[config.mk]
export PLATFORM = sky130hd
export DESIGN_NAME = lsu
export DESIGN_NICKNAME = d
export VERILOG_FILES = /design/src/hdl/lsu_pkg.sv /design/src/hdl/lsu_lane_map.sv /design/src/hdl/lsu_read_engine.sv /design/src/hdl/lsu_write_engine.sv /design/src/hdl/lsu_load_merge.sv /design/src/hdl/lsu.sv
export VERILOG_INCLUDE_DIRS = /design/src /design/src/hdl
export SDC_FILE = /design/constraint.sdc
export NUM_CORES = 1
export LEC_CHECK = 0
export BUFFER_PORTS_ARGS = -buffer_cell sky130_fd_sc_hd__buf_4
export CORE_AREA = 2 2 173 175
export DETAILED_ROUTE_END_ITERATION = 16
export DIE_AREA = 0 0 175 177
export GPL_TIMING_DRIVEN = 0
export PLACE_DENSITY = 0.76
export SLEW_MARGIN = 5
export SYNTH_ARGS = -nofsm -noshare
export SYNTH_HDL_FRONTEND = slang
export SYNTH_SLANG_ARGS = --single-unit
[constraint.sdc]
create_clock -name clock -period 13.07 [get_ports clock]
set_input_delay 2.614 -clock clock [delete_from_list [all_inputs] [get_ports clock]]
set_output_delay 2.614 -clock clock [all_outputs]
set_load 0.03 [all_outputs]
[src/hdl/lsu_params.svh]
`ifndef LSU_PARAMS_SVH
`define LSU_PARAMS_SVH

// datapath widths
`define LSU_ADDR_W 32
`define LSU_WORD_W 32
`define LSU_BEAT_W 64
`define LSU_STRB_W 8

// bus tags and register index
`define LSU_ID_W 4
`define LSU_REG_W 5

// every transfer moves a 4-byte word
`define LSU_SIZE_WORD 3'b010

// okay response code on R and B
`define LSU_RESP_OKAY 2'b00

`endif

[src/hdl/lsu_pkg.sv]
`include "lsu_params.svh"

package lsu_pkg;

	typedef logic [`LSU_ADDR_W-1:0] addr_t;
	typedef logic [`LSU_WORD_W-1:0] word_t;
	typedef logic [`LSU_BEAT_W-1:0] beat_t;
	typedef logic [`LSU_STRB_W-1:0] strb_t;
	typedef logic [`LSU_ID_W-1:0]   axi_id_t;
	typedef logic [`LSU_REG_W-1:0]  reg_idx_t;

	typedef enum logic [3:0] {
		OP_LB, OP_LBU, OP_LH, OP_LHU, OP_LW, OP_SB, OP_SH, OP_SW
	} mem_op_e;

	typedef enum logic [2:0] {
		RD_IDLE, RD_ADDR, RD_DATA, RD_DONE, RD_AGAIN
	} read_state_e;

	typedef enum logic [2:0] {
		WR_IDLE, WR_ADDR, WR_DATA, WR_RESP, WR_DONE, WR_AGAIN
	} write_state_e;

	// request as handed over by the execute stage
	typedef struct packed {
		mem_op_e  op;
		addr_t    addr;
		word_t    store_data;
		reg_idx_t rd;
	} mem_req_t;

	// one or two passes of an access
	typedef struct packed {
		addr_t first_addr;
		addr_t second_addr;
		strb_t first_strb;
		strb_t second_strb;
		logic  need_second;
		beat_t wdata;
	} lane_plan_t;

	// shared by AR and AW
	typedef struct packed {
		logic       valid;
		addr_t      addr;
		axi_id_t    id;
		logic [2:0] size;
	} ar_chan_t;

	typedef struct packed {
		logic  valid;
		beat_t data;
		strb_t strb;
		logic  last;
	} w_chan_t;

	typedef struct packed {
		logic       valid;
		beat_t      data;
		logic [1:0] resp;
		logic       last;
		axi_id_t    id;
	} r_chan_t;

	typedef struct packed {
		logic       valid;
		logic [1:0] resp;
		axi_id_t    id;
	} b_chan_t;

endpackage

[src/hdl/lsu_lane_map.sv]
`timescale 1ns/100ps
`include "lsu_params.svh"

module lsu_lane_map import lsu_pkg::*; (
	input  mem_req_t   req,
	output lane_plan_t plan
);

	logic [2:0]   offset;
	logic [3:0]   size_mask;
	logic [15:0]  spread;
	logic [3:0]   low_half;
	logic [3:0]   high_half;
	logic [3:0]   spill;
	addr_t        word_base;
	beat_t        wdata_zext;
	logic [127:0] wdata_dbl;

	// byte lane of the access inside the 8-byte beat
	assign offset = req.addr[2:0];

	// --------------------------------------------------
	// access size
	// --------------------------------------------------

	always_comb begin
		case (req.op)
			OP_LW, OP_SW: begin
				size_mask = 4'b1111;
			end
			OP_LH, OP_LHU, OP_SH: begin
				size_mask = 4'b0011;
			end
			default: begin
				size_mask = 4'b0001;
			end
		endcase
	end

	// touched bytes placed at the lane offset, may run past the word
	assign spread = {12'b0, size_mask} << offset;

	// --------------------------------------------------
	// strobes
	// --------------------------------------------------

	// bytes that fall inside the addressed word
	assign low_half  = spread[3:0];
	assign high_half = spread[7:4];

	// bytes that run over into the next word
	assign spill = offset[2] ? spread[11:8] : spread[7:4];

	always_comb begin
		if (offset[2]) begin
			plan.first_strb = {high_half, 4'b0000};
		end else begin
			plan.first_strb = {4'b0000, low_half};
		end
	end

	// next word sits in the upper half of this beat or the lower half of the next
	always_comb begin
		if (offset[2]) begin
			plan.second_strb = {4'b0000, spill};
		end else begin
			plan.second_strb = {spill, 4'b0000};
		end
	end

	assign plan.need_second = |spill;

	// --------------------------------------------------
	// addresses
	// --------------------------------------------------

	assign word_base = {req.addr[`LSU_ADDR_W-1:2], 2'b00};

	assign plan.first_addr  = word_base;
	assign plan.second_addr = word_base + addr_t'(4);

	// --------------------------------------------------
	// write lanes
	// --------------------------------------------------

	assign wdata_zext = {{(`LSU_BEAT_W-`LSU_WORD_W){1'b0}}, req.store_data};

	// rotate left by whole bytes, spilled bytes wrap to the low lanes
	assign wdata_dbl  = {wdata_zext, wdata_zext} << {offset, 3'b000};
	assign plan.wdata = wdata_dbl[127:64];

endmodule

[src/hdl/lsu_read_engine.sv]
`timescale 1ns/100ps
`include "lsu_params.svh"

module lsu_read_engine import lsu_pkg::*; (
	input  logic       clock,
	input  logic       reset,
	input  logic       start,
	input  lane_plan_t plan,
	input  logic       ar_ready,
	input  r_chan_t    r,
	output ar_chan_t   ar,
	output logic       r_ready,
	output logic       done,
	output beat_t      first_beat,
	output beat_t      last_beat
);

	read_state_e state;
	logic        second;
	logic        ar_valid;
	addr_t       ar_addr;
	axi_id_t     next_id;
	axi_id_t     sent_id;
	logic        ar_fire;
	logic        r_match;

	assign ar_fire = ar_valid && ar_ready;

	// stray ids are accepted and dropped
	assign r_match = r_ready && r.valid && (r.id == sent_id);

	// --------------------------------------------------
	// state machine
	// --------------------------------------------------

	always_ff @(posedge clock) begin
		if (reset) begin
			state    <= RD_IDLE;
			second   <= 1'b0;
			ar_valid <= 1'b0;
			r_ready  <= 1'b0;
			next_id  <= '0;
			sent_id  <= '0;
		end else begin
			case (state)
				RD_IDLE: begin
					if (start) begin
						second   <= 1'b0;
						ar_valid <= 1'b1;
						state    <= RD_ADDR;
					end
				end
				RD_ADDR: begin
					if (ar_fire) begin
						ar_valid <= 1'b0;
						r_ready  <= 1'b1;
						sent_id  <= next_id;
						next_id  <= next_id + axi_id_t'(1);
						state    <= RD_DATA;
					end
				end
				RD_DATA: begin
					if (r_match) begin
						r_ready <= 1'b0;
						state   <= (plan.need_second && !second) ? RD_AGAIN : RD_DONE;
					end
				end
				RD_AGAIN: begin
					second   <= 1'b1;
					ar_valid <= 1'b1;
					state    <= RD_ADDR;
				end
				default: begin
					state <= RD_IDLE;
				end
			endcase
		end
	end

	// address follows the pass, held while ar_valid waits
	always_ff @(posedge clock) begin
		if (state == RD_IDLE && start) begin
			ar_addr <= plan.first_addr;
		end else if (state == RD_AGAIN) begin
			ar_addr <= plan.second_addr;
		end
	end

	// beat capture
	always_ff @(posedge clock) begin
		if (r_match) begin
			last_beat <= r.data;
			if (!second) begin
				first_beat <= r.data;
			end
		end
	end

	assign ar = '{valid: ar_valid, addr: ar_addr, id: next_id, size: `LSU_SIZE_WORD};

	assign done = (state == RD_DONE);

endmodule

[src/hdl/lsu_write_engine.sv]
`timescale 1ns/100ps
`include "lsu_params.svh"

module lsu_write_engine import lsu_pkg::*; (
	input  logic       clock,
	input  logic       reset,
	input  logic       start,
	input  lane_plan_t plan,
	input  logic       aw_ready,
	input  logic       w_ready,
	input  b_chan_t    b,
	output ar_chan_t   aw,
	output w_chan_t    w,
	output logic       b_ready,
	output logic       done
);

	write_state_e state;
	logic         second;
	logic         aw_valid;
	logic         w_valid;
	addr_t        aw_addr;
	beat_t        w_data;
	strb_t        w_strb;
	axi_id_t      next_id;
	axi_id_t      sent_id;
	logic         aw_fire;
	logic         w_fire;
	logic         b_match;

	assign aw_fire = aw_valid && aw_ready;
	assign w_fire  = w_valid && w_ready;
	assign b_match = b_ready && b.valid && (b.id == sent_id);

	// --------------------------------------------------
	// state machine
	// --------------------------------------------------

	always_ff @(posedge clock) begin
		if (reset) begin
			state    <= WR_IDLE;
			second   <= 1'b0;
			aw_valid <= 1'b0;
			w_valid  <= 1'b0;
			b_ready  <= 1'b0;
			next_id  <= '0;
			sent_id  <= '0;
		end else begin
			case (state)
				WR_IDLE: begin
					if (start) begin
						second   <= 1'b0;
						aw_valid <= 1'b1;
						state    <= WR_ADDR;
					end
				end
				WR_ADDR: begin
					if (aw_fire) begin
						aw_valid <= 1'b0;
						w_valid  <= 1'b1;
						sent_id  <= next_id;
						next_id  <= next_id + axi_id_t'(1);
						state    <= WR_DATA;
					end
				end
				WR_DATA: begin
					if (w_fire) begin
						w_valid <= 1'b0;
						b_ready <= 1'b1;
						state   <= WR_RESP;
					end
				end
				WR_RESP: begin
					if (b_match) begin
						b_ready <= 1'b0;
						state   <= (plan.need_second && !second) ? WR_AGAIN : WR_DONE;
					end
				end
				WR_AGAIN: begin
					second   <= 1'b1;
					aw_valid <= 1'b1;
					state    <= WR_ADDR;
				end
				default: begin
					state <= WR_IDLE;
				end
			endcase
		end
	end

	always_ff @(posedge clock) begin
		if (state == WR_IDLE && start) begin
			aw_addr <= plan.first_addr;
		end else if (state == WR_AGAIN) begin
			aw_addr <= plan.second_addr;
		end
	end

	// same rotated data on both passes, only the strobe differs
	always_ff @(posedge clock) begin
		if (aw_fire) begin
			w_data <= plan.wdata;
			w_strb <= second ? plan.second_strb : plan.first_strb;
		end
	end

	assign aw = '{valid: aw_valid, addr: aw_addr, id: next_id, size: `LSU_SIZE_WORD};

	// single beat, so last goes with valid
	assign w = '{valid: w_valid, data: w_data, strb: w_strb, last: w_valid};

	assign done = (state == WR_DONE);

endmodule

[src/hdl/lsu_load_merge.sv]
`timescale 1ns/100ps

module lsu_load_merge import lsu_pkg::*; (
	input  lane_plan_t plan,
	input  mem_op_e    op,
	input  beat_t      first_beat,
	input  beat_t      last_beat,
	output word_t      data
);

	logic [3:0]  group_strb;
	logic [1:0]  lane;
	word_t       gathered;
	logic [63:0] rot_dbl;
	word_t       aligned;

	assign group_strb = plan.first_strb[3:0] | plan.first_strb[7:4];

	// first strobe starts at the byte offset, so its lowest bit gives addr[1:0]
	always_comb begin
		lane = 2'd0;
		for (int i = 3; i >= 0; i--) begin
			if (group_strb[i]) begin
				lane = i[1:0];
			end
		end
	end

	// --------------------------------------------------
	// byte gather
	// --------------------------------------------------

	// each word lane takes its byte from whichever beat enabled it
	always_comb begin
		for (int k = 0; k < 4; k++) begin
			gathered[8*k +: 8] =
				({8{plan.first_strb[k]}}    & first_beat[8*k +: 8]) |
				({8{plan.first_strb[k+4]}}  & first_beat[8*(k+4) +: 8]) |
				({8{plan.second_strb[k]}}   & last_beat[8*k +: 8]) |
				({8{plan.second_strb[k+4]}} & last_beat[8*(k+4) +: 8]);
		end
	end

	// rotate right so the addressed byte lands in bits 7:0
	assign rot_dbl = {gathered, gathered} >> {lane, 3'b000};
	assign aligned = rot_dbl[31:0];

	// --------------------------------------------------
	// extension
	// --------------------------------------------------

	always_comb begin
		case (op)
			OP_LB: begin
				data = {{24{aligned[7]}}, aligned[7:0]};
			end
			OP_LBU: begin
				data = {24'b0, aligned[7:0]};
			end
			OP_LH: begin
				data = {{16{aligned[15]}}, aligned[15:0]};
			end
			OP_LHU: begin
				data = {16'b0, aligned[15:0]};
			end
			default: begin
				data = aligned;
			end
		endcase
	end

endmodule

[src/hdl/lsu.sv]
`timescale 1ns/100ps

module lsu import lsu_pkg::*; (
	input  logic     clock,
	input  logic     reset,
	input  logic     req_valid,
	input  mem_req_t req,
	output logic     req_allowin,
	output ar_chan_t ar,
	input  logic     ar_ready,
	input  r_chan_t  r,
	output logic     r_ready,
	output ar_chan_t aw,
	input  logic     aw_ready,
	output w_chan_t  w,
	input  logic     w_ready,
	input  b_chan_t  b,
	output logic     b_ready,
	output logic     rf_wen,
	output reg_idx_t rf_waddr,
	output word_t    rf_wdata
);

	mem_req_t   req_q;
	logic       stage_valid;
	logic       start_pending;
	logic       accept;
	logic       is_load;
	lane_plan_t plan;
	logic       rd_done;
	logic       wr_done;
	beat_t      first_beat;
	beat_t      last_beat;
	word_t      load_data;

	// --------------------------------------------------
	// request stage
	// --------------------------------------------------

	assign accept      = req_valid && req_allowin;
	assign req_allowin = !stage_valid || rd_done || wr_done;

	always_ff @(posedge clock) begin
		if (reset) begin
			stage_valid   <= 1'b0;
			start_pending <= 1'b0;
		end else begin
			if (req_allowin) begin
				stage_valid <= req_valid;
			end
			start_pending <= accept;
		end
	end

	always_ff @(posedge clock) begin
		if (accept) begin
			req_q <= req;
		end
	end

	assign is_load = req_q.op inside {OP_LB, OP_LBU, OP_LH, OP_LHU, OP_LW};

	// --------------------------------------------------
	// engines
	// --------------------------------------------------

	lsu_lane_map u_lane_map (
		.req  (req_q),
		.plan (plan)
	);

	lsu_read_engine u_read_engine (
		.clock      (clock),
		.reset      (reset),
		.start      (start_pending && is_load),
		.plan       (plan),
		.ar_ready   (ar_ready),
		.r          (r),
		.ar         (ar),
		.r_ready    (r_ready),
		.done       (rd_done),
		.first_beat (first_beat),
		.last_beat  (last_beat)
	);

	lsu_write_engine u_write_engine (
		.clock    (clock),
		.reset    (reset),
		.start    (start_pending && !is_load),
		.plan     (plan),
		.aw_ready (aw_ready),
		.w_ready  (w_ready),
		.b        (b),
		.aw       (aw),
		.w        (w),
		.b_ready  (b_ready),
		.done     (wr_done)
	);

	lsu_load_merge u_load_merge (
		.plan       (plan),
		.op         (req_q.op),
		.first_beat (first_beat),
		.last_beat  (last_beat),
		.data       (load_data)
	);

	// writeback on load completion only
	assign rf_wen   = rd_done;
	assign rf_waddr = req_q.rd;
	assign rf_wdata = load_data;

endmodule

==> impl_metrics.env <==
export IMPL_drt_iter0_drc=1133
export IMPL_post_place_ws_ns=7.58
export IMPL_gp_congestion=0.949
export IMPL_power_mw=2.45
export IMPL_grtUsageTotal_pct=27.0
export IMPL_cts_resized=0
export IMPL_cts_sinks=348
export IMPL_syn_to_final_growth_pct=27.6
export IMPL_setup_ws_ns=6.97
export IMPL_power_density_nw_per_um2=124
export IMPL_worst_pin_slew_ns=0.920
export IMPL_p_sw_mw=0.596
export IMPL_avgViaCountPerCell=5.62
export IMPL_worst_path_max_fanout=10
export IMPL_cts_buffers_inserted=35
export IMPL_finalSetupViolCount=0
export IMPL_yosys_top_cells_area="edfxtp_1 (62%), nand2_1 (4.2%), mux2i_1 (4.1%)"
export IMPL_fin_crit_ns=6.10
export IMPL_p_comb_share_pct=12.1
export IMPL_globalRouteOverflowTotal=0
export IMPL_fmax_mhz=164
export IMPL_ys_warn_count=0
export IMPL_ios=353
export IMPL_syn_avg_cell_area_um2=12.7
export IMPL_die_area_um2=31000
export IMPL_vias=11400
export IMPL_arrival_ns=3.48
export IMPL_route_detailed_drc=0
export IMPL_stdcell_area_um2=19700
export IMPL_clkLatencyLatePin_ns=0.51
export IMPL_relSlewSlack_pct=38.6
export IMPL_nFillCells=2170
export IMPL_finalMaxSlewViolations=0
export IMPL_skew_ns=0.0151
export IMPL_seqPwrFrac_pct=51.7
export IMPL_cts_max_path_buffers=3
export IMPL_required_ns=10.46
export IMPL_synth_edf_count=317
export IMPL_grt_pass1_wl_mm=63.0
export IMPL_ys_types=65
export IMPL_post_cts_setup_buffer_count=0
export IMPL_hpwl_mm=31.4
export IMPL_max_cap_viol_count=0
export IMPL_drive_gt1_share_pct=30.8
export IMPL_cp_start_kind="flop"
export IMPL_drt_total_wl_mm=42.8
export IMPL_synth_largest_area_cell="edfxtp_1"
export IMPL_fp_row_count=63
export IMPL_first_global_vias=11200
export IMPL_min_path_type="flop to flop"
export IMPL_irDropWorstVdd_uv=111
export IMPL_status="finished clean"
export IMPL_synth_area_um2=15500
export IMPL_finish_net_count=1772
export IMPL_synth_common_cells="edfxtp_1 (317), nand2_1 (174), nor2_1 (96)"
export IMPL_firstDrtPassIters=6
export IMPL_synth_top_area_share_pct=61.5
export IMPL_postPlaceCellArea_um2=18800
export IMPL_path_clk_slew_ns=0.06
export IMPL_antenna_left=0
export IMPL_tritoncts="done"
export IMPL_grt_max_degree=73
export IMPL_synth_most_common_cell="edfxtp_1"
export IMPL_synth_seq_cells=348
export IMPL_hold_violations=0
export IMPL_intPower_mw=1.85
export IMPL_dp_cells=1964
export IMPL_h_tree_depth=2
export IMPL_yosys_most_used_dff="edfxtp_1"
export IMPL_rsz0062_at_grt="no"
export IMPL_fin_setup_tns_ns=0
export IMPL_io_buffers=337
export IMPL_fp_dieW_um=175
export IMPL_core_area_um2=29200
export IMPL_wl_per_cell_um=21.2
export IMPL_syn_inst=1214
export IMPL_die_h_um=177
export IMPL_critPathKind="flop to output pin"
export IMPL_async_reset_ff_share_pct=0
export IMPL_swShare_pct=24.3
export IMPL_clkPwrFrac_pct=36.1
export IMPL_worst_setup_path_end_kind="output pin"
export IMPL_grt_antenna_before_repair=1
export IMPL_yosysSeqAreaShare_pct=65.6
export IMPL_power_leakage_nw=7.55
export IMPL_cts_hold_fix_buffers=0
export IMPL_start_util_pct=52.9
export IMPL_final_cells=2024
export IMPL_root_buffer="clkbuf_16"
export IMPL_period_share_pct=46.6
[power groups by stage]
stage	sequential (mW)	combinational [mW]	clock [mW]
finish	1.27	0.297	0.886
global route	1.27	0.316	0.938
CTS	1.27	0.295	0.897
detailed placement	1.29	0.293	0
global placement	1.29	0.284	0
floorplan	1.31	0.148	0
[kinds of logic after synthesis]
logic type / Yosys count / share of synthesized area [%]
DFF: 348 / 65.6
xor gates and xnor gates: 74 / 4.24
muxes: 97 / 6.62
AOI/OAI and AO/OA: 212 / 9.30
other: 2 / 0.0486
buffers and inverters: 97 / 3.01
and+or+nand+nor: 381 / 11.0
adders and majority gates: 3 / 0.243
[critical path, cell delays in order (launching register included)]
cell and delay, ns:
edfxtp_1 0.31, buf_2 0.21, buf_2 0.32, buf_2 0.34, clkbuf_1 0.49, buf_1 0.67
o221ai_1 0.36, buf_4 0.26
[final timing paths]
check                              start                   endpoint  slack, ns  cells after the start
hold / removal    u_write_engine.b_ready     u_write_engine.b_ready       0.52                      2
setup reg to reg               req_q[38]  u_write_engine.w_data[42]      10.14                      7
hold reg to reg   u_write_engine.b_ready     u_write_engine.b_ready       0.52                      2
setup / recovery               req_q[38]               rf_wdata[18]       6.97                      7
[routing by layer]
layer  GRT usage (%)  part of all wire [%]
met1            33.6                    38
met2            46.6                    50
met3            5.33                   8.9
met4            10.8                   3.8
met5               0                     0
[state kept, by name, indices dropped and copies added, names as in the netlist, 5 cells and up]
signal / cells
req_q: 68
rf_waddr: 5
u_read_engine.ar_addr: 30
u_read_engine.first_beat: 64
u_read_engine.last_beat: 48
u_write_engine.aw_addr: 30
u_write_engine.w_data: 64
u_write_engine.w_strb: 8
[cell type report]
cell class              instances  area (µm²)  share of cell area (%)
repair buffers                352        2730                    13.8
clock buffers                  43         906                    4.59
plain buffers                  83         413                    2.09
well taps                     390         488                    2.47
diodes                          3        7.51                  0.0380
clock inverters                14        68.8                   0.349
flip-flops and latches        348       10100                    51.4
multi-input cells             777        4930                    25.0
inverters                      14        55.1                   0.279
[metrics by stage]
stage	utilization [%]	hold WS, ns
6_report	67.5	0.525
4_1_cts	67.5	0.524
5_1_grt	67.5	0.558
3_3_place_gp	63.3	0.463
2_1_floorplan	-	0.444
3_5_place_dp	64.1	0.511
[cells in the final DEF (no fill, tap or decap), types with 6 or more instances in the layout]
cell type	instances
o21a_1	9
buf_1	7
xor2_1	28
conb_1	10
buf_2	18
o21ai_0	81
clkbuf_16	35
buf_4	363
and2_1	8
nand2b_1	14
nand3_1	23
a21oi_1	35
nor2_1	96
inv_1	13
mux2i_1	64
dfxtp_1	31
o22ai_1	14
nand2_1	173
a211oi_1	6
a31o_2	6
o221ai_1	6
a22o_1	15
o211ai_1	6
clkinv_1	6
nor3_1	11
edfxtp_1	317
o211ai_2	7
and3_1	8
mux2_2	32
nor2b_1	7
nand4_1	14
xnor2_1	45
clkinv_2	6
clkbuf_1	46
(Power assumes the default switching activity.)
